File: src/pwo_cfg.svh
// Modulus, coefficient, lane, word, address and FIFO depth macros

`ifndef PWO_CFG_SVH
`define PWO_CFG_SVH

// ========================================
// Arithmetic
// ========================================

// Modulus q
`define PWO_Q 8380417

// Coefficient bits, each held in a lane one bit wider
`define PWO_COEF_W 23

// Coefficients per memory word
`define PWO_LANES 4

// ========================================
// Memory and buffering
// ========================================

`define PWO_WORD_W 96
`define PWO_ADDR_W 15
`define PWO_FIFO_DEPTH 4

`endif

File: src/pwo_pkg.sv
// Operation enum and the operand-pair and result-write structs

`include "pwo_cfg.svh"

package pwo_pkg;

    // ========================================
    // Pointwise operation select
    // ========================================
    typedef enum logic [1:0] {
        OP_PWM = 2'd0,
        OP_PWA = 2'd1,
        OP_PWS = 2'd2
    } op_t;

    // ========================================
    // Payloads carried through the FIFOs
    // ========================================

    // One job for the arithmetic unit
    typedef struct packed {
        logic                   last;
        logic [`PWO_ADDR_W-1:0] c_addr;
        logic [`PWO_WORD_W-1:0] a_word;
        logic [`PWO_WORD_W-1:0] b_word;
    } operand_pair_t;

    // One write towards memory C
    typedef struct packed {
        logic                   last;
        logic [`PWO_ADDR_W-1:0] addr;
        logic [`PWO_WORD_W-1:0] data;
    } result_write_t;

endpackage

File: src/pwo_operand_fetch.sv
// Run sequencer and the two Wishbone read masters feeding the operand FIFO

`timescale 1ns/100ps
`include "pwo_cfg.svh"

module pwo_operand_fetch (
    input  logic                     clk,
    input  logic                     reset_n,
    input  logic                     start_i,
    input  pwo_pkg::op_t             op_i,
    input  logic [`PWO_ADDR_W-1:0]   count_i,
    input  logic [`PWO_ADDR_W-1:0]   base_a_i,
    input  logic [`PWO_ADDR_W-1:0]   base_b_i,
    input  logic [`PWO_ADDR_W-1:0]   base_c_i,
    input  logic                     done_i,
    output logic                     busy_o,
    output pwo_pkg::op_t             op_o,
    // Read master A
    output logic                     a_cyc_o,
    output logic                     a_stb_o,
    output logic [`PWO_ADDR_W-1:0]   a_adr_o,
    input  logic [`PWO_WORD_W-1:0]   a_dat_i,
    input  logic                     a_ack_i,
    // Read master B
    output logic                     b_cyc_o,
    output logic                     b_stb_o,
    output logic [`PWO_ADDR_W-1:0]   b_adr_o,
    input  logic [`PWO_WORD_W-1:0]   b_dat_i,
    input  logic                     b_ack_i,
    // Operand FIFO
    output logic                     push_o,
    output pwo_pkg::operand_pair_t   pair_o,
    input  logic                     full_i
);

    logic                   busy_q;
    pwo_pkg::op_t           op_q;
    logic [`PWO_ADDR_W-1:0] count_q;
    logic [`PWO_ADDR_W-1:0] base_a_q;
    logic [`PWO_ADDR_W-1:0] base_b_q;
    logic [`PWO_ADDR_W-1:0] base_c_q;
    logic [`PWO_ADDR_W-1:0] idx_q;
    logic                   a_cyc_q;
    logic                   b_cyc_q;
    logic                   a_held_q;
    logic                   b_held_q;
    logic [`PWO_WORD_W-1:0] a_word_q;
    logic [`PWO_WORD_W-1:0] b_word_q;
    logic                   fetch_go;

    // New word only when both masters are idle and the FIFO has room
    assign fetch_go = busy_q & ~a_cyc_q & ~b_cyc_q & ~a_held_q & ~b_held_q
                    & (idx_q != count_q) & ~full_i;

    assign busy_o  = busy_q;
    assign op_o    = op_q;
    assign a_cyc_o = a_cyc_q;
    assign a_stb_o = a_cyc_q;
    assign b_cyc_o = b_cyc_q;
    assign b_stb_o = b_cyc_q;
    // idx_q only moves on a push, so addresses hold through each access
    assign a_adr_o = base_a_q + idx_q;
    assign b_adr_o = base_b_q + idx_q;

    assign push_o        = a_held_q & b_held_q;
    assign pair_o.last   = (idx_q == count_q - 1'b1);
    assign pair_o.c_addr = base_c_q + idx_q;
    assign pair_o.a_word = a_word_q;
    assign pair_o.b_word = b_word_q;

    always_ff @(posedge clk or negedge reset_n) begin
        if (!reset_n) begin
            busy_q   <= 1'b0;
            op_q     <= pwo_pkg::OP_PWM;
            count_q  <= '0;
            base_a_q <= '0;
            base_b_q <= '0;
            base_c_q <= '0;
            idx_q    <= '0;
            a_cyc_q  <= 1'b0;
            b_cyc_q  <= 1'b0;
            a_held_q <= 1'b0;
            b_held_q <= 1'b0;
        end else begin
            // Run control, start is ignored while busy
            if (!busy_q && start_i) begin
                busy_q   <= 1'b1;
                op_q     <= op_i;
                count_q  <= count_i;
                base_a_q <= base_a_i;
                base_b_q <= base_b_i;
                base_c_q <= base_c_i;
                idx_q    <= '0;
            end else if (done_i) begin
                busy_q <= 1'b0;
            end

            if (fetch_go) begin
                a_cyc_q <= 1'b1;
                b_cyc_q <= 1'b1;
            end
            // Each read closes on its own ack
            if (a_cyc_q && a_ack_i) begin
                a_cyc_q  <= 1'b0;
                a_held_q <= 1'b1;
            end
            if (b_cyc_q && b_ack_i) begin
                b_cyc_q  <= 1'b0;
                b_held_q <= 1'b1;
            end
            if (push_o) begin
                a_held_q <= 1'b0;
                b_held_q <= 1'b0;
                idx_q    <= idx_q + 1'b1;
            end
        end
    end

    always_ff @(posedge clk) begin
        if (a_cyc_q && a_ack_i) begin
            a_word_q <= a_dat_i;
        end
        if (b_cyc_q && b_ack_i) begin
            b_word_q <= b_dat_i;
        end
    end

endmodule

File: config.mk
export PLATFORM = sky130hd
export DESIGN_NAME = pwo_operand_fetch
export DESIGN_NICKNAME = d
export VERILOG_FILES = /design/src/pwo_pkg.sv /design/src/pwo_operand_fetch.sv
export VERILOG_INCLUDE_DIRS = /design/src
export SDC_FILE = /design/constraint.sdc
export NUM_CORES = 1
export LEC_CHECK = 0
export ABC_AREA = 1
export CAP_MARGIN = 0
export CELL_PAD_IN_SITES_DETAIL_PLACEMENT = 0
export CELL_PAD_IN_SITES_GLOBAL_PLACEMENT = 1
export CORE_AREA = 2 2 196 198
export DETAILED_ROUTE_END_ITERATION = 8
export DIE_AREA = 0 0 198 200
export DONT_BUFFER_PORTS = 1
export MAX_ROUTING_LAYER = met4
export PLACE_DENSITY = 0.64
export SLEW_MARGIN = 20
export SYNTH_ARGS = -nofsm -noshare
export SYNTH_HDL_FRONTEND = slang
export SYNTH_SLANG_ARGS = --single-unit
File: constraint.sdc
create_clock -name clk -period 4.3 [get_ports clk]
set_clock_uncertainty 0.2 [all_clocks]
set_input_delay 0.86 -clock clk [delete_from_list [all_inputs] [get_ports clk]]
set_output_delay 0.86 -clock clk [all_outputs]
set_load 0.01 [all_outputs]
==> metrics.csv <==
metric,value,unit
TritonCTS buffer count,36,
register area,0.00782,mm^2
via count,7931,
share of flip-flops with an asynchronous set or reset,0.299,
io pins,507,
CP Data Required Time,3.24,ns
clk slew on worst S/H paths,0.06,ns
post-synth top area share,0.489,
max_cap viols,0,
VDD IR max,0.000223,V
post-cts resize count,0,
post-synthesis to final-layout area growth,16.6,%
CP Launch Type,flop,
Hold Path Class,input pin to async pin,
# fillers,3644,
"Clk Latency, worst-skew pair",0.54,ns
first-pass GRT wire length,61.2,mm
initial antenna violation count,33,
Slew @ Worst Pin,0.975,ns
Final Max Tran Viols,0,
PortBufs,0,
Mean Syn Cell Area,11.2,um^2
Final Critical Period,3.67,ns
Starting Density,0.315,
unique cell type count in the Yosys netlist,40,
Worst EP arrival,2.61,ns
routed wire length,46.1,mm
Root Buffer,clkbuf_16,
drt drc,0,
# rows,71,
final number of hold-violating endpoints,0,
pin count of the biggest net entering global routing,83,
Via-to-Cell Ratio,4.80,
CP cell instances,ha_1 > fa_1 > nand3_1 > nand2_1 > nand3_1 > nand3_1 > xor2_1,
synthesis-stage register bit count,274,
fmax,273,MHz
grt ovf,0,
Synth area leaders,"edfxtp_1, dfrtp_1, nand2_1",
design area,0.0137,mm^2
Final Cycle Share,0.853,
core area,0.0374,mm^2
Lkg Pwr,0.00583,uW
Tot Pwr,7900,uW
layout cells sized above 1,0.0767,
cell area after synthesis,0.0118,mm^2
Post-synth EDFFs,192,
Pre-antenna DRT Iters,5,
CTS tree,built,
synth cell count leaders,"nand2_1, edfxtp_1, dfrtp_1",
Ys Warns,0,
multi-input logic area,0.00361,mm^2
CP Capture Type,output pin,
dpl hpwl,35.5,mm
Placed Instance Area,0.0124,mm^2
Routed wire per std cell,27.9,um
Gate Count Post-Synth,1053,
CTS Sinks,274,
Iter 0 DRT Violations,470,
most frequent CP cell,nand3_1,
Die H,200,um
DIE AREA,0.0396,mm^2
clock buffer depth,3,
Mapped Nets,1361,
max incr delay on CP,0.52,ns
setup TNS,0,ns
Power Dens Cells,575,mW/mm^2
post-route ant nets,0,
CP max FO,9,
"count leader, synth",nand2_1,
H-Tree Level Count,2,
gr usage total,0.233,
largest area contributor in the netlist,edfxtp_1,
status,finished clean,
RSZ-0062 raised after global routing,no,
WS Path Type,flop to output pin,
relative slew slack,0.350,
final-stage net count,1389,
CP max stage cell,dfrtp_1,
final setup fails,0,
register area share after synthesis,0.663,
GPL Wtd Cong,0.954,
Post-synth top flop,edfxtp_1,
width of the die,198,um
vias in the first global route,7644,
==> final cells by class <==
| type | count | area share |
|---|---|---|
| Antenna cell | 32 | 0.00582 |
| Clock buffer | 46 | 0.0728 |
| Clock inverter | 19 | 0.0171 |
| Inverter | 77 | 0.0214 |
| Multi-Input combinational cell | 685 | 0.262 |
| Sequential cell | 274 | 0.569 |
| Tap cell | 511 | 0.0465 |
| Timing Repair Buffer | 7 | 0.00528 |
==> cell families after synthesis <==
kind of cell,share of synthesized area
flops,0.663
mux,0.000849
buf+inv,0.0315
compound gates,0.0414
simple gates,0.178
fa+ha+maj,0.0518
xor+xnor,0.0341
==> registers in the layout, summed over array words and instances, names as in the netlist <==
signal / count
base_b_q: 15
base_a_q: 15
op_o: 2
busy_o: 1
a_word_q: 96
base_c_q: 15
b_held_q: 1
idx_q: 15
a_held_q: 1
b_cyc_o: 1
a_cyc_o: 1
b_word_q: 96
count_q: 15
==> placed cells by master (no fill, tap or decap), types with 3 or more instances in the layout <==
master,count
buf_4,6
clkinv_2,3
dfrtp_1,82
a21oi_1,36
bufinv_16,5
nand2_2,4
nor2_1,57
ha_1,44
nand4_1,5
clkbuf_16,38
nand2_1,357
clkinv_1,6
nor2_4,3
a21o_1,3
xor2_1,31
o21a_1,3
diode_2,32
inv_6,3
edfxtp_1,192
clkbuf_1,6
nand3_1,52
nor3_1,7
a31oi_1,6
o21ai_1,5
inv_1,73
xnor2_1,13
nor2_2,6
o21ai_0,27
o21bai_1,6
fa_1,3
==> what timing repair did <==
action	4_1_cts	5_1_grt
endpoints found under the hold margin	82	0
endpoints found under the setup margin	0	0
buffers inserted	0	0
hold buffers	1	0
==> metrics by stage <==
step / cells / setup WS [ns] / utilization / hold WS, ns
CTS: 1619 / 0.591 / 0.365 / 0.0393
global placement: 1553 / 1.10 / 0.332 / 0.271
finish: 1651 / 0.633 / 0.368 / 0.0434
global route: 1642 / 0.458 / 0.367 / 0.0513
floorplan: 1053 / 0.872 / - / 0.255
detailed placement: 1553 / 1.18 / 0.332 / 0.277
==> worst max-delay path: cells and delay by family (launching register included) <==
kind | cells | cell delay [ns]
AND/OR/NAND/NOR | 4 | 0.52
adder cells (fa/ha/maj) | 2 | 0.69
XOR/XNOR | 1 | 0.34
flip-flops | 1 | 0.52
==> final timing paths <==
kind	from	endpoint	slack, ns	depth (start not counted)
max reg2reg	b_cyc_o	b_word_q[27]	1.87	3
min	reset_n	base_c_q[5]	0.04	1
min reg2reg	base_c_q[8]	base_c_q[8]	0.29	2
max	idx_q[0]	pair_o[198]	0.63	7
max in group asynchronous	reset_n	idx_q[10]	3.49	1
min in group clk	b_dat_i[23]	b_word_q[23]	0.21	0
==> metal layers <==
| layer | global-route usage | vias up | part of all wire |
|---|---|---|---|
| li1 | - | 3650 | - |
| met1 | 0.276 | 3897 | 0.41 |
| met2 | 0.350 | 336 | 0.46 |
| met3 | 0.126 | 48 | 0.11 |
| met4 | 0.0476 | 0 | 0.014 |
| met5 | - | - | 0 |
==> where the power goes <==
group | internal, uW | switching [uW] | total, uW
clock network | 1950 | 1180 | 3140
logic | 322 | 799 | 1120
registers | 3240 | 403 | 3640
No activity file was read; power rests on OpenSTA's default activity.
