File: config.mk
export PLATFORM = sky130hd
export DESIGN_NAME = pwo_fifo
export DESIGN_NICKNAME = d
export VERILOG_FILES = /design/src/pwo_fifo.sv
export SDC_FILE = /design/constraint.sdc
export NUM_CORES = 1
export LEC_CHECK = 0
export ABC_AREA = 1
export BUFFER_PORTS_ARGS = -buffer_cell sky130_fd_sc_hd__buf_2
export CAP_MARGIN = 20
export CORE_MARGIN = 4
export CORE_UTILIZATION = 40
export DETAILED_ROUTE_END_ITERATION = 12
export PLACE_DENSITY_LB_ADDON = 0.2
export SLEW_MARGIN = 20
export SYNTH_ARGS = -nofsm -noshare
export SYNTH_HDL_FRONTEND = slang
export SYNTH_SLANG_ARGS = --single-unit
File: constraint.sdc
create_clock -name clk -period 2.8 [get_ports clk]
set_input_delay 0.28 -clock clk [delete_from_list [all_inputs] [get_ports clk]]
set_output_delay 0.28 -clock clk [all_outputs]
set_load 0.02 [all_outputs]
File: src/pwo_fifo.sv
// Synchronous circular-buffer FIFO with a type-parameterized payload

`timescale 1ns/100ps

module pwo_fifo #(
    parameter type payload_t = logic [7:0],
    parameter int  DEPTH     = 4
) (
    input  logic     clk,
    input  logic     reset_n,
    input  logic     push_i,
    input  payload_t data_i,
    input  logic     pop_i,
    output payload_t data_o,
    output logic     full_o,
    output logic     empty_o
);

    localparam int PTR_W = (DEPTH > 1) ? $clog2(DEPTH) : 1;
    localparam int CNT_W = PTR_W + 1;

    payload_t         mem [DEPTH];
    logic [PTR_W-1:0] wr_ptr;
    logic [PTR_W-1:0] rd_ptr;
    logic [CNT_W-1:0] count_q;
    logic             do_push;
    logic             do_pop;

    assign full_o  = (count_q == CNT_W'(DEPTH));
    assign empty_o = (count_q == '0);
    assign do_push = push_i & ~full_o;
    assign do_pop  = pop_i & ~empty_o;

    // Head item, valid while not empty
    assign data_o = mem[rd_ptr];

    always_ff @(posedge clk) begin
        if (do_push) begin
            mem[wr_ptr] <= data_i;
        end
    end

    // Pointers wrap at DEPTH, which need not be a power of two
    always_ff @(posedge clk or negedge reset_n) begin
        if (!reset_n) begin
            wr_ptr  <= '0;
            rd_ptr  <= '0;
            count_q <= '0;
        end else begin
            if (do_push) begin
                wr_ptr <= (wr_ptr == PTR_W'(DEPTH - 1)) ? '0 : wr_ptr + 1'b1;
            end
            if (do_pop) begin
                rd_ptr <= (rd_ptr == PTR_W'(DEPTH - 1)) ? '0 : rd_ptr + 1'b1;
            end
            case ({do_push, do_pop})
                2'b10:   count_q <= count_q + 1'b1;
                2'b01:   count_q <= count_q - 1'b1;
                default: count_q <= count_q;
            endcase
        end
    end

endmodule

==> reports/qor.yml, run 1 <==
status: "completed"
post_cts_buffers: 0
cts_tree: "done"
synth_top_area_share_pct: 54.2
crit_chain: "buf_4 > nand2_1 > o211ai_1 > nand2_1 > buf_2"
synth_cell_types: 16
grt_pass1_vias: 1097
routed_wl_mm: 2.97
hpwl_mm: 2.17
numCtsBuffers: 5
synth-edff-count: 32
die_w_um: 74.6
seq_area_frac_synth_pct: 64.0
max_stage_delay_ns: 0.66
gp_congestion: 0.734
drcViolationCount: 0
finalHoldViolCount: 0
post-route-period-util_pct: 69.1
cts_max_path_buffers: 2
track_usage_pct: 12.2
pwr-share-comb_pct: 39.3
start_util_pct: 42.8
p_sw_share_pct: 39.5
cp_slowest_cell: "dfrtp_1"
rsz0062_at_grt: "no"
p_int_uw: 1240
ys_async_sr_fraction_pct: 17.9
worstMarginPinSlew_ns: 0.771
num_io_pins: 22
diodes: 0
clkPwrFrac_pct: 17.2
p_sw_uw: 806
max_freq_mhz: 517
hold_path_class: "in -> reg"
yosysWarningCount: 0
synthTopCellsByArea: "edfxtp_1 (54%), dfrtp_1 (9.9%), nand2_1 (8.0%), inv_1 (6.8%), o211ai_1 (6.3%)"
fin_nets: 199
worstPathRequired_ns: 2.52
cts-root-buf: "clkbuf_8"
numClockSinks: 39
syn_nets: 173
ir_worst_vdd_v: 0.000390
drtAntennaViolNets: 0
io_buffers: 21
synth_flop_cell: "edfxtp_1"
setup_violations: 0
postCtsResizedCells: 0
hold_ws_ns: 0.207
path_class: "reg -> out"
syn-cell-area_sq_mm: 0.00177
drv_cap: 0
clock_latency_ns: 0.28
h-tree-depth: 2
power_uw: 2040
drt_iter0_drc: 57
die_area_sq_mm: 0.00557
grt_pass1_wl_mm: 4.91
dieHeight_um: 74.6
cp.arrival_ns: 1.66
cp-end-kind: "primary output"
finClkSkew_ns: 0.00190
vias: 1093
synth_most_common_cell: "nand2_1"
cp-start-kind: "register"
drive_gt1_share_pct: 18.2
grt_max_degree: 20
cp_common_cell: "nand2_1"
via_per_inst: 4.73
dr.pass1.iters: 4
overflow: 0
cts_hold_buffers: 1
ys_ff_latch: 39
multi_input_area_sq_um: 462
syn_to_final_growth_pct: 12.3
power.leakage_uw: 0.000893
p_per_area_mw_per_mm2: 1030
critPathMaxFanout: 19
slew_headroom_pct: 48.4
num-fill-cells: 402
syn_avg_cell_area_sq_um: 11.5
synthTopCellsByCount: "nand2_1 (38), edfxtp_1 (32), inv_1 (32), o211ai_1 (15), dfrtp_1 (7)"
min_period_ns: 1.94
slew_viol_final: 0
synth_cells: 154
synth_top_cell_by_area: "edfxtp_1"
seqPwrFrac_pct: 43.5
antenna_found_initial: 0
setup_tns_ns: 0
coreArea_sq_mm: 0.00414
routedWlPerCell_um: 12.8
clk_pin_slew_ns: 0.07
rows: 23
regArea_sq_mm: 0.00114
[placed cells by master, fill, tap and decap left out]
master / Yosys / final
nand2_4: 1 / 1
o211ai_1: 15 / 15
ha_1: 6 / 6
edfxtp_1: 32 / 32
clkinv_2: 0 / 1
clkbuf_1: 0 / 2
fa_1: 1 / 1
o211ai_2: 1 / 1
o21ai_0: 1 / 1
xnor2_1: 1 / 1
buf_4: 0 / 2
nand3_2: 2 / 2
dfrtp_1: 7 / 7
clkbuf_8: 0 / 5
nand2_1: 38 / 38
dlygate4sd3_1: 0 / 1
inv_1: 32 / 32
buf_2: 0 / 21
nand3_1: 5 / 5
nand4_1: 1 / 1
nor2_1: 6 / 6
[final timing paths]
check,from,end,slack (ns),cells past startpoint
max in group asynchronous,reset_n,rd_ptr[0],2.28,2
hold reg to reg,count_q[0],count_q[0],0.48,1
hold / removal,data_i[7],mem[3][7],0.21,1
setup reg to reg,count_q[1],count_q[2],0.97,10
min in group asynchronous,reset_n,count_q[0],0.36,2
setup / recovery,rd_ptr[0],data_o[3],0.86,5
[through the flow]
step / util, % / setup WS (ns) / instance area (sq um) / std cells
floorplan: - / 1.14 / 1770 / 154
global placement: 45.9 / 1.07 / 1900 / 222
detailed placement: 45.9 / 0.997 / 1900 / 222
CTS: 48.1 / 0.833 / 1990 / 231
global route: 48.1 / 0.730 / 1990 / 231
finish: 48.1 / 0.865 / 1990 / 231
[sequential cells by signal (all words and copies together) (netlist names)]
name and cells:
mem 32, count_q 3, rd_ptr 2, wr_ptr 2
[worst max-delay path: cells and delay by family, from the launching register on]
family | cells | cell delay, ns
flip-flops | 1 | 0.66
buffers and inverters | 2 | 0.48
AO/OA/AOI/OAI | 1 | 0.08
AND/OR/NAND/NOR | 2 | 0.16
[power by group through the flow]
stage	Clock (uW)	Sequential [uW]	Combinational, uW
after global routing	390	908	897
after floorplan	0	839	687
final	352	888	802
after CTS	367	890	820
after detailed placement	0	903	817
after global placement	0	898	788
[per-layer routing]
metal	track usage [%]	wire, um	part of all wire, %	vias to the layer above
met2	21.1	1520	51	19
met3	2.84	97	3.3	8
met1	14.1	1280	43	508
li1	-	-	-	558
met5	0	0	0	-
met4	5.93	70	2.4	0
[kinds of logic after synthesis]
logic type	count (synthesis)	synth area share, %
simple gates	53	12.8
flops	39	64.0
buf+inv	37	9.94
compound gates	17	7.33
fa+ha+maj	7	5.36
xor+xnor	1	0.494
[layout make-up]
type	instances	area share (%)
Multi-Input combinational cell	78	23.2
Clock inverter	1	0.251
Inverter	32	6.03
Tap cell	50	3.14
Clock buffer	7	3.83
Sequential cell	39	57.0
Timing Repair Buffer	24	6.53
No activity file was read; power rests on OpenSTA's default activity.
==> run 2: changes to the inputs <==
==> constraint.sdc (replaced) <==
create_clock -name clk -period 1.7 [get_ports clk]
set_input_delay 0.17 -clock clk [delete_from_list [all_inputs] [get_ports clk]]
set_output_delay 0.17 -clock clk [all_outputs]
set_load 0.02 [all_outputs]
==> run 2 against run 1 <==
  * Die area unchanged
  * Sequential share of layout area down 3.1 points
  * Clock skew increased by 0.0017 ns
  * Worst setup slack worse by 0.79 ns
  * Sequential power up 57%
  * Clock-buffer cell count is 1 lower
  * Final cell count is 4.3% higher
  * Critical endpoint is now count_q[2]
==> reports/qor.yml, run 2 (same netlist as run 1, synthesis figures left out) <==
status: "completed"
slew_viol_final: 0  # unchanged
cp.arrival_ns: 1.80  # +0.14 ns
antenna_found_initial: 0  # unchanged
grt_pass1_wl_mm: 5.13  # +4.4%
critPathLaunch: "count_q[0]"
drtAntennaViolNets: 0  # unchanged
setup.worst_path.end: "count_q[2]"
start_util_pct: 42.8  # unchanged
path_class: "reg -> reg"
h-tree-depth: 2  # unchanged
vias: 1137  # +4.0%
worstMarginPinSlew_ns: 0.338  # -0.432 ns
drv_cap: 0  # unchanged
hpwl_mm: 2.16  # -0.18%
rows: 23  # unchanged
finalHoldViolCount: 0  # unchanged
num_io_pins: 22  # unchanged
r2r_cells: 10  # unchanged
drive_gt1_share_pct: 29.8  # +12 points
largest-register: "mem"
drcViolationCount: 0  # unchanged
via_per_inst: 4.72  # -0.29%
ff2ff_setup_slack_ns: 0.08  # -0.89 ns
crit_chain: "inv_2 > nand3_4 > nand2_4 > ha_4 > inv_4 > fa_2 > nand2_2 > nand3_2 > nand2_1 > nand2_1"
fin_ws_ns: 0.0786  # -0.786 ns
track_usage_pct: 12.9  # +0.76 points
numClockSinks: 39  # unchanged
cp_slowest_cell: "dfrtp_1"
r2r-start: "count_q[0]"
largest_reg_flops: 32  # unchanged
cp_common_cell: "nand2_1"
hp-start: "data_i[0]"
worstPathRequired_ns: 1.88  # -0.64 ns
syn_to_final_growth_pct: 18.9
ir_worst_vdd_v: 0.000922  # +140%
clock_latency_ns: 0.29  # about the same
grt_max_degree: 36  # +80%
layout_commonest_cell: "nand2_1"
min_period_ns: 1.62
final_cell_mix: "nand2_1 (35), edfxtp_1 (32), inv_1 (26), buf_2 (21), o211ai_1 (15)"
place_ws_ns: -0.0601  # -1.06 ns
numCtsBuffers: 5  # unchanged
cts_tree: "done"
p_per_area_mw_per_mm2: 1720  # +67%
overflow: 0  # unchanged
r2r_end: "count_q[2]"
post-route-period-util_pct: 95.4
setup_violations: 0  # unchanged
hold_path_class: "in -> reg"
cp-end-kind: "register"
routedWlPerCell_um: 13.1  # +2.0%
coreArea_sq_mm: 0.00414  # unchanged
slew_headroom_pct: 77.4  # +29 points
io_buffers: 21  # unchanged
cts-root-buf: "clkbuf_8"
routed_wl_mm: 3.16  # +6.4%
fin_nets: 209  # +5.0%
die_w_um: 74.6  # unchanged
die_area_sq_mm: 0.00557  # unchanged
grt_pass1_vias: 1125  # +2.6%
clk_pin_slew_ns: 0.07  # about the same
max_freq_mhz: 617
dieHeight_um: 74.6  # unchanged
dr.pass1.iters: 4  # unchanged
finClkSkew_ns: 0.00357  # +0.00167 ns
critPathMaxFanout: 3  # -16
stdcell_count: 241  # +4.3%
max_stage_delay_ns: 0.40  # -0.26 ns
dp.cells: 230  # +3.6%
cts_max_path_buffers: 2  # unchanged
gp_congestion: 0.755  # +2.9%
cp-start-kind: "register"
rsz0062_at_grt: "yes"
drt_iter0_drc: 52  # -8.8%
power.leakage_uw: 0.000937  # +4.9%
largest_registers: "mem: 32 flops, count_q: 3 flops"
diodes: 0  # unchanged
[run 2: area by class of cell]
| type | instances | area (sq um) |
|---|---|---|
| clock inverter | 2 | 12.5 |
| clock buffer | 6 | 72.6 |
| sequential | 39 | 1140 |
| timing repair buffer | 34 | 205 |
| multi-input combinational | 78 | 497 |
| fill | 381 | 2030 |
| inverter | 32 | 123 |
| tap | 50 | 62.6 |
[run 2: timing repair]
| item | in CTS | in global routing |
|---|---|---|
| pin swaps | 1 | 5 |
| buffers inserted | 0 | 2 |
| resized for setup | 4 | 13 |
| hold endpoints to repair | 7 | 0 |
| gates cloned | 0 | 0 |
| hold buffers | 1 | 0 |
| setup endpoints to repair | 1 | 2 |
[run 2: worst max-delay path: cells and delay by family, from the launching register on]
family                   cells  cell delay (ns)
adder cells (fa/ha/maj)      2             0.54
buffers and inverters        2             0.15
flip-flops                   1             0.40
AND/OR/NAND/NOR              6             0.42
[run 2: layer usage]
metal,part of all wire (%),GRT usage (%)
met3,4.5,4.32
met1,43,14.4
met2,51,22.1
met4,1.8,6.13
met5,0,0
[run 2: through the flow]
step	utilization, %	hold WS, ns	power (uW)	setup TNS (ns)	instance area [sq um]
floorplan	-	-0.126	2510	0	1770
global placement	47.3	0.0131	2860	0	1960
detailed placement	47.3	0.0148	2930	-0.0601	1960
CTS	49.7	0.0822	3550	0	2060
global route	50.9	0.0768	3890	-0.0117	2110
finish	50.9	0.0903	3620	0	2110
[run 2: how the worst min path moves through the flow]
stage,end,slack [ns],cells after the start
final,mem[3][0],0.09,1
after global routing,mem[1][7],0.08,1
after CTS,mem[3][7],0.08,1
after detailed placement,wr_ptr[0],0.01,1
after global placement,wr_ptr[0],0.01,1
after floorplan,count_q[0],-0.13,0
[run 2: power by group]
part           switching [uW]  total [uW]  internal, uW
logic                    1010        1630           615
clock network             317         603           286
registers                 102        1390          1290
total                    1430        3620          2190
==> run 3: changes to the inputs <==
--- a/config.mk
+++ b/config.mk
@@ -10,8 +10,9 @@
 export CAP_MARGIN = 20
 export CORE_MARGIN = 4
 export CORE_UTILIZATION = 40
+export CTS_BUF_LIST = sky130_fd_sc_hd__clkbuf_8
 export DETAILED_ROUTE_END_ITERATION = 12
-export PLACE_DENSITY_LB_ADDON = 0.2
+export PLACE_DENSITY = 0.72
 export SLEW_MARGIN = 20
 export SYNTH_ARGS = -nofsm -noshare
 export SYNTH_HDL_FRONTEND = slang
==> run 3 against run 2 <==
  * Worst setup slack improved by 0.016 ns
  * Final area decreased by 0.47%
  * Largest power group unchanged
  * Highest routed layer unchanged
  * Die area unchanged
  * Total power decreased by 1.3%
  * Global-route usage decreased by 1.1 points
  * Combinational power about the same
  * Hold slack improved by 0.0067 ns
  * Clock skew about the same
  * Sequential share of layout area increased by 0.20 points
  * Register-to-register slack improved by 0.02 ns
  * Largest cell class unchanged
  * Final cell count unchanged
  * Sequential power about the same
==> reports/qor.yml, run 3 (same netlist as run 1, synthesis figures left out) <==
status: "completed"
antenna_found_initial: 0  # unchanged
largest-register: "mem"
via_per_inst: 4.62  # -2.1%
hpwl_mm: 2.06  # -5.0%
crit_chain: "inv_2 > nand3_4 > nand2_4 > ha_1 > inv_2 > fa_2 > nand2_1 > nand3_1 > nand2_1 > nand2_1"
worstPathRequired_ns: 1.88  # about the same
drtAntennaViolNets: 0  # unchanged
clk_pin_slew_ns: 0.07  # about the same
setup.worst_path.end: "count_q[2]"
cp_slowest_cell: "dfrtp_1"
multi_input_area_sq_um: 478  # -3.8%
die_area_sq_mm: 0.00557  # unchanged
worstMarginPinSlew_ns: 0.268  # -0.0708 ns
dr.pass1.iters: 4  # unchanged
diodes: 0  # unchanged
seqPwrFrac_pct: 38.7  # +0.4 points
setup_violations: 0  # unchanged
final_cell_mix: "nand2_1 (37), edfxtp_1 (32), inv_1 (30), buf_2 (21), o211ai_1 (15)"
min_period_ns: 1.61  # -0.0164 ns
rows: 23  # unchanged
numCtsBuffers: 5  # unchanged
fin_nets: 209  # unchanged
grt_max_degree: 36  # unchanged
drcViolationCount: 0  # unchanged
path_class: "reg -> reg"
hold_path_class: "in -> reg"
drive_gt1_share_pct: 26.2  # -3.7 points
numClockSinks: 39  # unchanged
critPathBufInv: 2  # unchanged
syn_to_final_growth_pct: 18.3
critPathMaxFanout: 3  # unchanged
cts_max_path_buffers: 2  # unchanged
cts_tree: "done"
cp-end-kind: "register"
r2r_cells: 10  # unchanged
ff2ff_setup_slack_ns: 0.09  # +0.02 ns
track_usage_pct: 11.8  # -1.1 points
num-fill-cells: 370  # -2.9%
coreArea_sq_mm: 0.00414  # unchanged
pwr-share-comb_pct: 45.0  # about the same
cp_common_cell: "nand2_1"
largest_registers: "mem: 32 flops, count_q: 3 flops"
cts-root-buf: "clkbuf_8"
layout_commonest_cell: "nand2_1"
critPathLaunch: "count_q[1]"
p_sw_uw: 1380  # -3.5%
post-route-period-util_pct: 94.4  # -0.96 points
r2r_end: "count_q[2]"
die_w_um: 74.6  # unchanged
io_buffers: 21  # unchanged
gp_congestion: 0.810  # +7.4%
grt_pass1_wl_mm: 4.78  # -6.7%
grt_pass1_vias: 1083  # -3.7%
rsz0062_at_grt: "no"
max_freq_mhz: 623  # +1.0%
post-route-cell-area_sq_mm: 0.00210  # -0.47%
finClkSkew_ns: 0.00391  # +0.000339 ns
drt_iter0_drc: 39  # -25%
dieHeight_um: 74.6  # unchanged
cpLargestDelayFamily: "adder cells"
regArea_sq_mm: 0.00114  # -0.11%
start_util_pct: 42.8  # unchanged
r2r-start: "count_q[1]"
routed_wl_mm: 2.88  # -8.7%
vias: 1113  # -2.1%
post_dp_cell_area_sq_mm: 0.00197  # +0.64%
clock_latency_ns: 0.28  # about the same
slew_viol_final: 0  # unchanged
routedWlPerCell_um: 12.0  # -8.7%
path_depth: 10  # unchanged
max_stage_delay_ns: 0.40  # about the same
overflow: 0  # unchanged
num_io_pins: 22  # unchanged
drv_cap: 0  # unchanged
slew_headroom_pct: 82.1  # +4.7 points
power_uw: 3570  # -1.3%
largest_reg_flops: 32  # unchanged
cp-start-kind: "register"
cp.arrival_ns: 1.78  # -0.02 ns
ir_worst_vdd_v: 0.00102  # +11%
p_int_uw: 2190  # +0.12%
power.leakage_uw: 0.000949  # +1.3%
hold_ws_ns: 0.0969  # +0.00666 ns
h-tree-depth: 2  # unchanged
clkPwrFrac_pct: 16.3  # -0.4 points
finalHoldViolCount: 0  # unchanged
p_per_area_mw_per_mm2: 1700  # -0.84%
p_sw_share_pct: 38.7  # -0.88 points
## run 3: how the worst min path moves through the flow
stage	from	to	slack, ns	cells after the start
CTS	data_i[0]	mem[0][0]	0.09	1
floorplan	reset_n	count_q[0]	-0.13	0
global route	data_i[7]	mem[2][7]	0.08	1
detailed placement	reset_n	count_q[0]	0.02	1
global placement	reset_n	wr_ptr[0]	0.02	1
finish	data_i[0]	mem[0][0]	0.1	1
## run 3: cell type report
type,count,share of cell area [%]
multi-input combinational,78,22.8
clock inverter,3,0.775
timing repair buffer,34,10.4
inverter,32,5.72
tap,50,2.98
clock buffer,5,3.28
sequential,39,54.1
## run 3: stage by stage
stage          util, %  instances  setup slack (ns)  TNS, ns
4_1_cts           49.9        239            0.0201        0
3_5_place_dp      47.6        230           -0.0103  -0.0103
2_1_floorplan        -        154            0.0356        0
5_1_grt           50.7        241            0.0144        0
3_3_place_gp      47.6        230            0.0411        0
6_report          50.7        241            0.0950        0
## run 3: what timing repair did
item | in CTS | in global routing
hold buffers | 1 | 0
setup buffers | 0 | 2
gates resized for setup | 2 | 6
hold endpoints to repair | 7 | 0
endpoints found under the setup margin | 1 | 2
pin swaps | 0 | 1
## run 3: power groups by stage
stage	clock network, uW	registers, uW	logic (uW)
floorplan	0	1380	1130
global placement	0	1390	1510
detailed placement	0	1400	1540
CTS	606	1390	1550
global route	649	1400	1820
finish	581	1380	1610
## run 3: per-layer routing
layer | share of wire, % | routed length, um | vias up | track usage (%)
li1 | - | - | 580 | -
met1 | 43 | 1230 | 507 | 13.5
met2 | 50 | 1450 | 21 | 20.4
met3 | 5.3 | 153 | 5 | 3.38
met4 | 1.7 | 49 | 0 | 5.34
met5 | 0 | 0 | - | 0
